### config.mk
export PLATFORM = sky130hd
export DESIGN_NAME = periph_hub
export DESIGN_NICKNAME = d
export VERILOG_FILES = /design/src/rtl/periph_pkg.sv /design/src/rtl/periph_decode.sv /design/src/rtl/gpio_ctrl.sv /design/src/rtl/simple_slot_bank.sv /design/src/rtl/read_return.sv /design/src/rtl/periph_hub.sv
export VERILOG_INCLUDE_DIRS = /design/src /design/src/include
export SDC_FILE = /design/constraint.sdc
export NUM_CORES = 1
export LEC_CHECK = 0
export BUFFER_PORTS_ARGS = -buffer_cell sky130_fd_sc_hd__buf_2
export CAP_MARGIN = 20
export CORE_MARGIN = 2
export CORE_UTILIZATION = 25
export CTS_CLUSTER_SIZE = 20
export DETAILED_ROUTE_END_ITERATION = 7
export PLACE_DENSITY_LB_ADDON = 0.2
export SLEW_MARGIN = 25
export SYNTH_ARGS = -nofsm -noshare
export SYNTH_HDL_FRONTEND = slang
export SYNTH_HIERARCHICAL = 1
export SYNTH_SLANG_ARGS = --single-unit
### constraint.sdc
create_clock -name clk -period 3 [get_ports clk]
set_input_delay 0.15 -clock clk [delete_from_list [all_inputs] [get_ports clk]]
set_output_delay 0.15 -clock clk [all_outputs]
set_load 0.05 [all_outputs]
### src/include/periph_consts.svh
/*
  Widths and register map of the peripheral hub.
  GPIO offsets are byte offsets inside a 64-byte user slot.
  A function select code has the region in bit 4 and the slot in bits 3:0.
*/
`ifndef PERIPH_CONSTS_SVH
`define PERIPH_CONSTS_SVH

// Core bus
`define PERIPH_ADDR_W 11
`define PERIPH_DATA_W 32

// Address bit that separates the user and simple regions
`define PERIPH_REGION_BIT 10

// Output pins and slots per region
`define PERIPH_PINS 8
`define PERIPH_SLOTS 16

// Pin function select width
`define PERIPH_SEL_W 5

// GPIO block placement and register offsets
`define GPIO_SLOT 4'd1
`define GPIO_OUT_OFS 6'h00
`define GPIO_IN_OFS 6'h04
`define GPIO_SEL_BASE 6'h20

// Pins 0 and 1 start on user slot 2, the rest on the GPIO
`define GPIO_SEL_RESET_LO 5'd2
`define GPIO_SEL_RESET 5'd1

`endif

### src/rtl/periph_pkg.sv
/*
  Shared types of the peripheral hub.
  Access size codes follow the core encoding, where 11 means idle.
  The request struct carries one decoded access for a single cycle.
*/
`default_nettype none

`include "periph_consts.svh"

package periph_pkg;

    // Two-bit size code of the core's read and write strobes
    typedef enum logic [1:0] {
        XFER_BYTE = 2'b00,
        XFER_HALF = 2'b01,
        XFER_WORD = 2'b10,
        XFER_NONE = 2'b11
    } xfer_size_e;

    // Address region, taken from the region bit
    typedef enum logic {
        REGION_USER   = 1'b0,
        REGION_SIMPLE = 1'b1
    } region_e;

    // Decoded access
    // In the simple region only offset[3:0] carries address bits
    typedef struct packed {
        region_e                          region;
        logic [$clog2(`PERIPH_SLOTS)-1:0] slot;
        logic [5:0]                       offset;
        logic                             wr;
        logic                             rd;
        logic [`PERIPH_DATA_W-1:0]        wdata;
    } periph_req_t;

endpackage

`default_nettype wire

### src/rtl/periph_decode.sv
/*
  Address and strobe decode of the peripheral hub.
  User slots are 64 bytes (addr[9:6]), simple slots 16 bytes (addr[7:4]).
  Purely combinational. The core must not touch 0x300 to 0x3FF.
*/
`default_nettype none

`include "periph_consts.svh"

module periph_decode (
    input  wire logic [`PERIPH_ADDR_W-1:0] i_addr,
    input  wire logic [`PERIPH_DATA_W-1:0] i_wdata,
    input  wire periph_pkg::xfer_size_e    i_write_n,
    input  wire periph_pkg::xfer_size_e    i_read_n,
    output periph_pkg::periph_req_t        o_req
);
    import periph_pkg::*;

    logic in_simple;
    logic strobe;
    logic reserved_hit;

    assign in_simple = i_addr[`PERIPH_REGION_BIT];
    assign strobe    = (i_write_n != XFER_NONE) || (i_read_n != XFER_NONE);

    always_comb begin
        o_req.region = in_simple ? REGION_SIMPLE : REGION_USER;
        if (in_simple) begin
            // Bits 9:8 are ignored in the simple region
            o_req.slot   = i_addr[7:4];
            o_req.offset = {2'b00, i_addr[3:0]};
        end else begin
            o_req.slot   = i_addr[9:6];
            o_req.offset = i_addr[5:0];
        end
        o_req.wr    = i_write_n != XFER_NONE;
        o_req.rd    = i_read_n != XFER_NONE;
        o_req.wdata = i_wdata;
    end

    // Top quarter of the user region is kept free by the core
    assign reserved_hit = strobe && (i_addr[10:8] == 3'b011);

    always_comb begin
        a_no_reserved: assert final (reserved_hit !== 1'b1)
            else $error("Core access to reserved address 0x%03h", i_addr);
    end

endmodule

`default_nettype wire

### src/rtl/gpio_ctrl.sv
/*
  GPIO block in user slot 1 and the per-pin output multiplexer.
  Only the low byte of a write is used, whatever the access size.
  Unused user slots drive zero on the pins they are selected for.
*/
`default_nettype none

`include "periph_consts.svh"

module gpio_ctrl (
    input  wire logic                                    clk,
    input  wire logic                                    rst_n,
    input  wire periph_pkg::periph_req_t                 i_req,
    input  wire logic [`PERIPH_PINS-1:0]                 i_ui_in,
    input  wire logic [`PERIPH_SLOTS-1:0][`PERIPH_PINS-1:0] i_simple_pins,
    output logic [`PERIPH_DATA_W-1:0]                    o_rdata,
    output logic [`PERIPH_PINS-1:0]                      o_uo_out
);
    import periph_pkg::*;

    logic [`PERIPH_PINS-1:0]                    gpio_out_q;
    logic [`PERIPH_PINS-1:0][`PERIPH_SEL_W-1:0] func_sel_q;
    logic                                       gpio_hit;
    logic                                       out_hit;
    logic                                       in_hit;
    logic                                       sel_hit;
    logic [$clog2(`PERIPH_PINS)-1:0]            sel_idx;
    logic                                       sel_wr;

    assign gpio_hit = (i_req.region == REGION_USER) && (i_req.slot == `GPIO_SLOT);
    assign out_hit  = i_req.offset == `GPIO_OUT_OFS;
    assign in_hit   = i_req.offset == `GPIO_IN_OFS;

    // One word per pin from the select base to the end of the slot
    assign sel_hit = (i_req.offset >= `GPIO_SEL_BASE) && (i_req.offset[1:0] == 2'b00);
    // Base has bits 4:2 clear, so these bits index the pin directly
    assign sel_idx = i_req.offset[4:2];
    assign sel_wr  = gpio_hit && i_req.wr && sel_hit;

    always_ff @(posedge clk) begin
        if (!rst_n) begin
            gpio_out_q <= '0;
        end else if (gpio_hit && i_req.wr && out_hit) begin
            gpio_out_q <= i_req.wdata[`PERIPH_PINS-1:0];
        end
    end

    always_ff @(posedge clk) begin
        if (!rst_n) begin
            for (int i = 0; i < `PERIPH_PINS; i++) begin
                func_sel_q[i] <= (i < 2) ? `GPIO_SEL_RESET_LO : `GPIO_SEL_RESET;
            end
        end else if (sel_wr) begin
            func_sel_q[sel_idx] <= i_req.wdata[`PERIPH_SEL_W-1:0];
        end
    end

    // Read word is zero for other slots and unmapped offsets
    always_comb begin
        o_rdata = '0;
        if (gpio_hit) begin
            if (out_hit) begin
                o_rdata[`PERIPH_PINS-1:0] = gpio_out_q;
            end else if (in_hit) begin
                o_rdata[`PERIPH_PINS-1:0] = i_ui_in;
            end else if (sel_hit) begin
                o_rdata[`PERIPH_SEL_W-1:0] = func_sel_q[sel_idx];
            end
        end
    end

    // Pin mux
    // Select bit 4 picks a simple slot, otherwise only the GPIO slot drives
    always_comb begin
        for (int i = 0; i < `PERIPH_PINS; i++) begin
            if (func_sel_q[i][`PERIPH_SEL_W-1]) begin
                o_uo_out[i] = i_simple_pins[func_sel_q[i][3:0]][i];
            end else if (func_sel_q[i][3:0] == `GPIO_SLOT) begin
                o_uo_out[i] = gpio_out_q[i];
            end else begin
                o_uo_out[i] = 1'b0;
            end
        end
    end

    // Pin routing only moves on a decoded select write
    a_sel_stable: assert property (
        @(posedge clk) disable iff (!rst_n)
        !sel_wr |=> $stable(func_sel_q)
    ) else $error("Function select changed without a GPIO select write");

endmodule

`default_nettype wire

### src/rtl/simple_slot_bank.sv
/*
  Bank of sixteen minimal simple peripherals, one byte register each.
  The register sits at offset 0 and drives the slot's eight pin outputs.
  Other offsets read as zero and ignore writes.
*/
`default_nettype none

`include "periph_consts.svh"

module simple_slot_bank (
    input  wire logic                                    clk,
    input  wire logic                                    rst_n,
    input  wire periph_pkg::periph_req_t                 i_req,
    output logic [7:0]                                   o_rbyte,
    output logic [`PERIPH_SLOTS-1:0][`PERIPH_PINS-1:0]   o_pins
);
    import periph_pkg::*;

    logic [`PERIPH_SLOTS-1:0][7:0] slot_q;
    logic [`PERIPH_SLOTS-1:0]      slot_we;
    logic                          reg_hit;

    assign reg_hit = i_req.offset[3:0] == 4'h0;

    genvar s;
    generate
        for (s = 0; s < `PERIPH_SLOTS; s++) begin : g_slot
            // Byte write to this slot's register
            assign slot_we[s] = (i_req.region == REGION_SIMPLE) && i_req.wr && reg_hit
                                && (i_req.slot == s);

            always_ff @(posedge clk) begin
                if (!rst_n) begin
                    slot_q[s] <= 8'h00;
                end else if (slot_we[s]) begin
                    slot_q[s] <= i_req.wdata[7:0];
                end
            end

            assign o_pins[s] = slot_q[s];
        end
    endgenerate

    // Region is picked later in the read return
    assign o_rbyte = reg_hit ? slot_q[i_req.slot] : 8'h00;

endmodule

`default_nettype wire

### src/rtl/read_return.sv
/*
  Registered read return towards the core.
  Data is captured one cycle after the read is seen and held until
  read complete. The core drops the read before the next one starts.
  Write ready is combinational.
*/
`default_nettype none

`include "periph_consts.svh"

module read_return (
    input  wire logic                      clk,
    input  wire logic                      rst_n,
    input  wire periph_pkg::periph_req_t   i_req,
    input  wire logic [`PERIPH_DATA_W-1:0] i_gpio_rdata,
    input  wire logic [7:0]                i_simple_rbyte,
    input  wire periph_pkg::xfer_size_e    i_write_n,
    input  wire logic                      i_read_complete,
    output logic [`PERIPH_DATA_W-1:0]      o_rdata,
    output logic                           o_ready
);
    import periph_pkg::*;

    logic                      hold_q;
    logic                      ready_q;
    logic [`PERIPH_DATA_W-1:0] rdata_q;
    logic [`PERIPH_DATA_W-1:0] read_word;
    logic                      capture;

    // Simple peripherals return a byte, zero-extended
    assign read_word = (i_req.region == REGION_SIMPLE)
                       ? {{(`PERIPH_DATA_W-8){1'b0}}, i_simple_rbyte}
                       : i_gpio_rdata;

    assign capture = i_req.rd && !hold_q;

    always_ff @(posedge clk) begin
        if (!rst_n) begin
            hold_q  <= 1'b0;
            ready_q <= 1'b0;
        end else begin
            if (capture) begin
                hold_q <= 1'b1;
            end else if (i_read_complete) begin
                hold_q <= 1'b0;
            end
            // Ready follows the read a cycle late, matching the data register
            ready_q <= i_req.rd;
        end
    end

    always_ff @(posedge clk) begin
        if (capture) begin
            rdata_q <= read_word;
        end
    end

    assign o_rdata = rdata_q;
    assign o_ready = ready_q || (i_write_n != XFER_NONE);

    // Returned data stays frozen until the core releases it
    a_hold_stable: assert property (
        @(posedge clk) disable iff (!rst_n)
        hold_q |=> $stable(o_rdata)
    ) else $error("Read data changed while held");

endmodule

`default_nettype wire

### src/rtl/periph_hub.sv
/*
  Peripheral hub of the microcontroller.
  User slot 1 holds the GPIO, other user slots are empty and read zero.
  Each simple slot holds one byte register at offset 0.
  Every target answers at once, so there is no back-pressure.
*/
`default_nettype none

`include "periph_consts.svh"

module periph_hub (
    input  wire logic                      clk,
    input  wire logic                      rst_n,
    input  wire logic [`PERIPH_PINS-1:0]   i_ui_in,
    input  wire logic [`PERIPH_ADDR_W-1:0] i_addr,
    input  wire logic [`PERIPH_DATA_W-1:0] i_wdata,
    input  wire periph_pkg::xfer_size_e    i_write_n,
    input  wire periph_pkg::xfer_size_e    i_read_n,
    input  wire logic                      i_read_complete,
    output logic [`PERIPH_DATA_W-1:0]      o_rdata,
    output logic                           o_ready,
    output logic [`PERIPH_PINS-1:0]        o_uo_out
);
    import periph_pkg::*;

    periph_req_t                              req;
    logic [`PERIPH_DATA_W-1:0]                gpio_rdata;
    logic [7:0]                               simple_rbyte;
    logic [`PERIPH_SLOTS-1:0][`PERIPH_PINS-1:0] simple_pins;

    periph_decode u_decode (
        .i_addr    (i_addr),
        .i_wdata   (i_wdata),
        .i_write_n (i_write_n),
        .i_read_n  (i_read_n),
        .o_req     (req)
    );

    gpio_ctrl u_gpio (
        .clk           (clk),
        .rst_n         (rst_n),
        .i_req         (req),
        .i_ui_in       (i_ui_in),
        .i_simple_pins (simple_pins),
        .o_rdata       (gpio_rdata),
        .o_uo_out      (o_uo_out)
    );

    simple_slot_bank u_simple (
        .clk     (clk),
        .rst_n   (rst_n),
        .i_req   (req),
        .o_rbyte (simple_rbyte),
        .o_pins  (simple_pins)
    );

    read_return u_return (
        .clk             (clk),
        .rst_n           (rst_n),
        .i_req           (req),
        .i_gpio_rdata    (gpio_rdata),
        .i_simple_rbyte  (simple_rbyte),
        .i_write_n       (i_write_n),
        .i_read_complete (i_read_complete),
        .o_rdata         (o_rdata),
        .o_ready         (o_ready)
    );

endmodule

`default_nettype wire

==> impl_metrics.tcl, run 1 <==
set metrics [dict create \
    status "finished clean" \
    hold_viol 0 \
    ir_worst_vdd_mv 0.350 \
    route.vias.total 7828 \
    drt_wl_total_mm 32.7 \
    dieArea_mm2 0.0472 \
    fp-row-count 78 \
    p_sw_w 0.00168 \
    finalMaxSlewViolations 0 \
    setup_viol 0 \
    antenna_found_initial 0 \
    seqPwrFrac_pct 44.5 \
    power_frac_clock_pct 46.7 \
    gp_routability_congestion 0.788 \
    place_area_mm2 0.0122 \
    first_pass_iters 5 \
    cts_root_buf "clkbuf_16" \
    cp_slowest_cell "dfxtp_1" \
    worstPathArrival_ns 2.50 \
    clk_pin_slew_ns 0.06 \
    pin_count 99 \
    grt_pass1_wl_mm 50.2 \
    start_util_pct 25.2 \
    instances_no_fill 1678 \
    clkLatencyLatePin_ns 0.54 \
    drive_above_1_share_pct 24.9 \
    power.density_mw_per_mm2 499 \
    hold_path.class "in2reg" \
    min_period_over_period_pct 88.2 \
    syn_inst 1016 \
    cts_tree "built" \
    r2r_end "u_return/o_rdata[0]$_DFFE_PP_" \
    hold_end "u_gpio/gpio_out_q[2]$_SDFFE_PN0P_" \
    rrSetupSlack_ns 0.77 \
    min_path_cells 3 \
    r2r-start "u_gpio/func_sel_q[35]$_SDFFE_PN1P_" \
    path_cells "mux4_2, mux2i_1, a31oi_1, o21a_1, buf_2" \
    finalCriticalPeriod_ns 2.65 \
    critPathMaxFanout 9 \
    timing.fmax_mhz 378 \
    grt_use_total_pct 13.8 \
    die_h_um 217 \
    cellLeakagePower_nw 4.63 \
    ant_nets 0 \
    vias_per_cell 4.67 \
    grt_start_max_net_pins 66 \
    start_kind "flip-flop" \
    ys_warn_count 6 \
    p_int_w 0.00486 \
    dr_wl_met2_mm 15.0 \
    final_area_mm2 0.0131 \
    maxCapViolCount 0 \
    netlist_area_mm2 0.0114 \
    cts_resized 0 \
    skew_ns 0.00577 \
    wl_met1_mm 15.8 \
    cp-end-kind "primary output" \
    rsz0062_at_grt "no" \
    swShare_pct 25.7 \
    ctsHtreeMaxLevel 1 \
    criticalPathCategory "reg2out" \
    ff2ff_path_depth 5 \
    postCtsSetupRepairBufs 0 \
    wl_per_cell_um 19.5 \
    required_ns 2.85 \
    fill_cells 4682 \
    first_iter_violations 527 \
    final.setup.tns_ns 0 \
    cts_buffers 26 \
    hp-start "i_wdata[2]" \
    cts.sinks 210 \
    finalNetCount 1116 \
    route.met3.wl_mm 1.43 \
    maxSlewHeadroom_pct 48.9 \
    first_global_vias 7710 \
    drc 0 \
    comb_power_share_pct 8.7 \
    crit_path_max_incr_delay_ns 0.63 \
    coreArea_mm2 0.0451 \
    placed_cells 1623 \
    grt_overflow 0 \
    syn2layout_area_growth_pct 15.2 \
    portBuffers 74 \
    dp_hpwl_mm 24.1 \
    syn_area_per_cell_um2 11.2 \
    die_w_um 217 \
    highest_layer "met4" \
    tightestPinTransition_ns 0.765 \
    clockBufferDepth 3 \
]
## sequential cells by signal, summed over array words and instances (netlist names)
name,flops
u_return/o_rdata,32
u_simple/o_pins,128
u_return/ready_q,1
u_gpio/func_sel_q,40
u_return/hold_q,1
u_gpio/gpio_out_q,8
## how the worst max path moves through the flow
stage,startpoint,to,slack [ns],depth (start not counted)
2_1_floorplan,i_addr[10],u_return/o_rdata[3]$_DFFE_PP_,0.63,7
3_3_place_gp,i_addr[10],u_gpio/func_sel_q[15]$_SDFFE_PN1P_,0.42,6
3_5_place_dp,i_addr[10],u_simple/o_pins[55]$_SDFFE_PN0P_,0.40,6
4_1_cts,u_gpio/func_sel_q[10]$_SDFFE_PN1P_,o_uo_out[2],0.31,5
5_1_grt,u_gpio/func_sel_q[10]$_SDFFE_PN1P_,o_uo_out[2],0.26,5
6_report,u_gpio/func_sel_q[25]$_SDFFE_PN1P_,o_uo_out[5],0.35,5
## critical path, delay by kind of cell (launching register included)
kind / cells / cell delay, ns
muxes: 2 / 0.85
DFF: 1 / 0.63
buffers and inverters: 1 / 0.21
AOI/OAI and AO/OA: 2 / 0.27
## what timing repair did
item	CTS	global route
endpoints found under the setup margin	0	0
hold buffers	7	0
hold endpoints to repair	5	0
## area by class of cell
type	count	area, µm²	area share (%)
clock inverter	12	92.6	0.707
timing repair buffer	111	693	5.29
sequential	210	4520	34.5
antenna	1	2.50	0.0191
multi-input combinational	709	6300	48.1
tap	600	751	5.73
clock buffer	35	736	5.62
## layer usage
| layer | GRT usage, % | up-vias |
|---|---|---|
| li1 | - | 3767 |
| met1 | 19.7 | 3863 |
| met2 | 22.2 | 165 |
| met3 | 1.58 | 33 |
| met4 | 3.04 | 0 |
| met5 | 0 | - |
## metrics by stage
stage	hold WS (ns)	power [W]	util [%]	worst slack, ns
2_1_floorplan	0.277	0.00342	-	0.635
3_3_place_gp	0.431	0.00354	27.1	0.423
3_5_place_dp	0.418	0.00354	27.1	0.399
4_1_cts	0.0399	0.00665	29.1	0.308
5_1_grt	0.0629	0.00679	29.1	0.255
6_report	0.0430	0.00654	29.1	0.353
## power by group through the flow
stage          Combinational (W)  Clock [W]  Sequential, W
6_report                0.000571    0.00306        0.00291
5_1_grt                 0.000609    0.00327        0.00292
4_1_cts                 0.000577    0.00316        0.00291
3_5_place_dp            0.000569          0        0.00298
3_3_place_gp            0.000568          0        0.00298
2_1_floorplan           0.000320          0        0.00310
## cell usage in the layout, fill, tap and decap left out, drive strengths merged, types with 3 or more instances in the layout
cell and n:
mux2 20, a21oi 5, mux2i 183, buf 104
or4bb 3, dfxtp 178, nand3 24, a21boi 8
a211o 4, edfxtp 32, nand4 31, a2111oi 4
nor2 17, nor3 10, conb 24, nor4 12
o22ai 3, o21ai 8, nand3b 7, nand2b 4
nor2b 61, nand2 150, mux4 68, nor3b 10
and2 3, o21a 4, dlygate4sd3 7, a22oi 7
clkbuf 35, a31oi 4, nor4b 8, clkinv 8
nand4b 13
No activity file was read; power rests on OpenSTA's default activity.
==> run 2: changes to the inputs <==
- GPL_TIMING_DRIVEN: unset -> 0
==> impl_metrics.tcl, run 2 (synthesized netlist as in run 1, its figures left out) <==
set metrics [dict create \
    first_iter_violations 613 \
    die_w_um 217 \
    drt_wl_total_mm 37.7 \
    path_cells "clkbuf_1, mux4_2, mux2i_1, a31oi_1, o21a_1, buf_2" \
    largest_reg_flops 128 \
    hold_end "u_simple/o_pins[90]$_SDFFE_PN0P_" \
    required_ns 2.85 \
    finalMaxSlewViolations 0 \
    die_h_um 217 \
    gp_routability_congestion 0.849 \
    cellLeakagePower_nw 4.81 \
    hold_path.class "in2reg" \
    finalNetCount 1196 \
    power_w 0.00674 \
    r2r-start "u_gpio/func_sel_q[35]$_SDFFE_PN1P_" \
    ant_nets 0 \
    route.vias.total 8432 \
    crit_path_max_incr_delay_ns 0.59 \
    grt_start_max_net_pins 24 \
    start_util_pct 25.2 \
    grt_overflow 0 \
    rrSetupSlack_ns 0.64 \
    first_global_vias 8307 \
    crit_buf_inv 2 \
    portBuffers 62 \
    cts_buffers 27 \
    clk_pin_slew_ns 0.06 \
    setup_slack_ns 0.113 \
    tightestPinTransition_ns 1.00 \
    wl_per_cell_um 21.4 \
    finalCriticalPeriod_ns 2.89 \
    start_kind "flip-flop" \
    ctsHtreeMaxLevel 1 \
    critPathMaxFanout 9 \
    placed_cells 1702 \
    fill_cells 4664 \
    cp_slowest_cell "mux4_2" \
    power.density_mw_per_mm2 499 \
    worstPathArrival_ns 2.74 \
    pre_cts_slack_ns -0.552 \
    instances_no_fill 1759 \
    dp_hpwl_mm 28.8 \
    place_area_mm2 0.0126 \
    cts_root_buf "clkbuf_16" \
    diodes 0 \
    dieArea_mm2 0.0472 \
    r2r_end "u_return/o_rdata[0]$_DFFE_PP_" \
    maxSlewHeadroom_pct 32.8 \
    min_period_over_period_pct 96.2 \
    skew_ns 0.0262 \
    drive_above_1_share_pct 24.2 \
    maxCapViolCount 0 \
    vias_per_cell 4.79 \
    criticalPathCategory "reg2out" \
    crit_family "multiplexers" \
    cts.sinks 210 \
    antenna_found_initial 0 \
    min_path_cells 3 \
    final_area_mm2 0.0135 \
    status "finished clean" \
    pin_count 99 \
    coreArea_mm2 0.0451 \
    final_cell_mix "mux2i_1 (183), dfxtp_1 (178), nand2_1 (150), buf_2 (78), mux4_2 (68)" \
    cts_tree "built" \
    fp-row-count 78 \
    clkLatencyLatePin_ns 0.56 \
    clockBufferDepth 3 \
    ff2ff_path_depth 6 \
    drc 0 \
    setup_viol 0 \
    hold_viol 0 \
    hold_ws_ns 0.0766 \
    hp-start "i_wdata[2]" \
    first_pass_iters 5 \
    timing.fmax_mhz 346 \
    grt_pass1_wl_mm 56.1 \
    rsz0062_at_grt "no" \
    grt_use_total_pct 15.8 \
    syn2layout_area_growth_pct 18.8 \
    final_common_cell "mux2i_1" \
    ir_worst_vdd_mv 0.437 \
    cp-end-kind "primary output" \
]
run 2: cell types whose count changed in the layout (fill, tap and decap cells not counted), sizes merged:
| cell | before | now |
|---|---|---|
| buf | 104 | 132 |
| dlygate4sd3 | 7 | 8 |
| diode | 1 | 0 |
| clkbuf | 35 | 86 |
| clkinv | 8 | 9 |
| inv | 2 | 1 |
| clkinvlp | 1 | 2 |
| bufinv | 1 | 2 |
run 2: timing repair:
item	CTS	global route
hold buffers	8	0
endpoints found under the hold margin	5	0
setup endpoints to repair	7	1
resized for setup	1	0
setup buffers	0	0
run 2: final cells by class:
cell class / instances / area (µm²) / area share (%)
clock inverter: 14 / 144 / 1.07
multi-input combinational: 709 / 6310 / 46.7
tap: 600 / 751 / 5.56
buffer: 119 / 638 / 4.73
clock buffer: 36 / 719 / 5.33
sequential: 210 / 4520 / 33.5
timing repair buffer: 71 / 418 / 3.10
run 2: report_power, final:
group	switching [W]	internal, W	total (W)
logic	0.000463	0.000190	0.000652
clock network	0.00130	0.00187	0.00317
registers	0.0000116	0.00290	0.00291
total	0.00178	0.00496	0.00674
run 2: metal layers:
metal | vias up | track usage [%] | share of wire, %
met1 | 4174 | 21.7 | 47
li1 | 3944 | - | -
met4 | 0 | 5.16 | 3.4
met3 | 81 | 2.78 | 4.7
met5 | - | 0 | 0
met2 | 233 | 25.2 | 45
run 2: metrics by stage:
stage | utilization, % | setup TNS (ns)
6_report | 29.9 | 0
5_1_grt | 29.9 | 0
4_1_cts | 30.0 | 0
3_5_place_dp | 27.9 | -3.78
3_3_place_gp | 27.8 | -4.14
2_1_floorplan | - | 0
run 2: worst max path at each step:
stage | start | end | slack [ns] | depth (start not counted)
after detailed placement | i_addr[10] | u_return/o_rdata[3]$_DFFE_PP_ | -0.55 | 9
after CTS | u_gpio/func_sel_q[20]$_SDFFE_PN1P_ | o_uo_out[4] | 0.10 | 5
after global routing | u_gpio/func_sel_q[20]$_SDFFE_PN1P_ | o_uo_out[4] | 0.01 | 5
final | u_gpio/func_sel_q[20]$_SDFFE_PN1P_ | o_uo_out[4] | 0.11 | 6
after global placement | i_addr[10] | u_return/o_rdata[3]$_DFFE_PP_ | -0.61 | 9
after floorplan | i_addr[10] | u_return/o_rdata[3]$_DFFE_PP_ | 0.63 | 7
run 2: worst min-delay path: stages:
cell     delay (ns)
buf_4          0.09
nand2_1        0.18
mux2i_1        0.18
==> run 3: changes to the inputs <==
- clock period: 3 -> 3.2 ns (I/O delays scaled with it)
==> impl_metrics.tcl, run 3 (synthesized netlist as in run 1, its figures left out) <==
set metrics [dict create \
    final_common_cell "mux2i_1" \
    grt_pass1_wl_mm 56.1 \
    drt_wl_total_mm 37.7 \
    p_int_w 0.00465 \
    cp-endpoint "u_return/o_rdata[5]$_DFFE_PP_" \
    cellLeakagePower_nw 4.81 \
    pin_count 99 \
    die_w_um 217 \
    maxSlewHeadroom_pct 33.8 \
    hold_ws_ns 0.0923 \
    finalCriticalPeriod_ns 3.12 \
    power.density_mw_per_mm2 468 \
    start_kind "primary input" \
    tightestPinTransition_ns 0.986 \
    final_cell_mix "mux2i_1 (183), dfxtp_1 (178), nand2_1 (150), buf_2 (78), mux4_2 (68)" \
    clkLatencyLatePin_ns 0.56 \
    startpoint "i_addr[10]" \
    coreArea_mm2 0.0451 \
    crit_buf_inv 4 \
    criticalPathCategory "in2reg" \
    clockBufferDepth 3 \
    portBuffers 62 \
    ir_worst_vdd_mv 0.405 \
    cp_slowest_cell "clkbuf_1" \
    route.vias.total 8428 \
    vias_per_cell 4.79 \
    finalMaxSlewViolations 0 \
    cts_tree "built" \
    cts.sinks 210 \
    cts_buffers 27 \
    drc 0 \
    fill_cells 4664 \
    wl_per_cell_um 21.4 \
    grt_use_total_pct 15.8 \
    rrSetupSlack_ns 0.83 \
    ant_nets 0 \
    r2r-start "u_gpio/func_sel_q[35]$_SDFFE_PN1P_" \
    grt_overflow 0 \
    comb_power_share_pct 9.7 \
    gp_routability_congestion 0.849 \
    worstPathArrival_ns 3.41 \
    ctsHtreeMaxLevel 1 \
    grt_start_max_net_pins 24 \
    syn2layout_area_growth_pct 18.8 \
    seqPwrFrac_pct 43.3 \
    crit_top_cell "clkbuf_1" \
    placed_cells 1702 \
    ff2ff_path_depth 6 \
    instances_no_fill 1760 \
    crit_family "buffers and inverters" \
    postCtsSetupRepairBufs 0 \
    start_util_pct 25.2 \
    first_pass_iters 5 \
    cts_resized 0 \
    clk_pin_slew_ns 0.05 \
    path_cells "buf_2, mux2_2, clkbuf_1, clkbuf_1, clkbuf_1, mux4_2, nand3_1, nand4_1, mux2_2" \
    setup_viol 0 \
    critPathMaxFanout 10 \
    status "finished clean" \
    rsz0062_at_grt "no" \
    power_frac_clock_pct 47.0 \
    hold_viol 0 \
    timing.fmax_mhz 320 \
    crit_path_max_incr_delay_ns 0.77 \
    die_h_um 217 \
    setup_slack_ns 0.0777 \
    cts_root_buf "clkbuf_16" \
    hold_path.class "in2reg" \
    required_ns 3.49 \
    antenna_found_initial 0 \
    r2r_end "u_return/o_rdata[0]$_DFFE_PP_" \
    first_iter_violations 703 \
    diodes 0 \
    cp-end-kind "flip-flop" \
    min_period_over_period_pct 97.6 \
    swShare_pct 26.4 \
    dp_hpwl_mm 28.8 \
    worst-path-stages 9 \
    largest_reg_flops 128 \
    pre_cts_slack_ns -0.362 \
    maxCapViolCount 0 \
    min_path_cells 4 \
    p_sw_w 0.00167 \
    dieArea_mm2 0.0472 \
    fp-row-count 78 \
    final.setup.tns_ns 0 \
    power_w 0.00631 \
    drive_above_1_share_pct 24.1 \
    skew_ns 0.0228 \
    finalNetCount 1197 \
    first_global_vias 8307 \
]
run 3: routing by layer:
| metal | GRT usage [%] | vias to the layer above | part of all wire (%) |
|---|---|---|---|
| met4 | 5.16 | 0 | 3.3 |
| li1 | - | 3936 | - |
| met1 | 21.7 | 4163 | 46 |
| met2 | 25.2 | 252 | 45 |
| met5 | 0 | - | 0 |
| met3 | 2.78 | 77 | 5.1 |
run 3: tightest hold or removal path: cells and delay by family:
kind,cells,cell delay [ns]
AND/OR/NAND/NOR,1,0.08
buffers and inverters,1,0.08
AO/OA/AOI/OAI,1,0.06
multiplexers,1,0.14
run 3: layout make-up:
| type | count | area [µm²] | share of cell area, % |
|---|---|---|---|
| Timing Repair Buffer | 71 | 418 | 3.09 |
| Clock inverter | 14 | 144 | 1.07 |
| Clock buffer | 36 | 719 | 5.33 |
| Tap cell | 600 | 751 | 5.56 |
| Buffer | 120 | 641 | 4.74 |
| Multi-Input combinational cell | 709 | 6310 | 46.7 |
| Sequential cell | 210 | 4520 | 33.5 |
run 3: power by group through the flow:
stage	logic (W)	registers (W)	clock network, W
after floorplan	0.000300	0.00291	0
after global placement	0.000591	0.00279	0
after detailed placement	0.000603	0.00279	0
after CTS	0.000613	0.00273	0.00307
after global routing	0.000646	0.00273	0.00316
final	0.000612	0.00273	0.00297
run 3: through the flow:
step | cell area (µm²) | utilization (%)
final | 13500 | 30.0
after global routing | 13500 | 30.0
after CTS | 13500 | 30.0
after detailed placement | 12600 | 27.9
after global placement | 12500 | 27.8
after floorplan | 11500 | -
run 3: how the worst min path moves through the flow:
| stage | slack, ns | endpoint | startpoint |
|---|---|---|---|
| after floorplan | 0.29 | u_return/ready_q$_SDFF_PN0_ | rst_n |
| after global placement | 0.43 | u_return/hold_q$_SDFFE_PN0P_ | i_read_complete |
| after detailed placement | 0.43 | u_return/hold_q$_SDFFE_PN0P_ | i_read_complete |
| after CTS | 0.06 | u_simple/o_pins[107]$_SDFFE_PN0P_ | i_wdata[3] |
| after global routing | 0.1 | u_simple/o_pins[107]$_SDFFE_PN0P_ | i_wdata[3] |
| final | 0.09 | u_return/o_rdata[6]$_DFFE_PP_ | i_ui_in[6] |
run 3: repair_timing:
item / in CTS / in global routing
setup endpoints to repair: 0 / 0
hold endpoints to repair: 5 / 0
hold buffers: 8 / 0
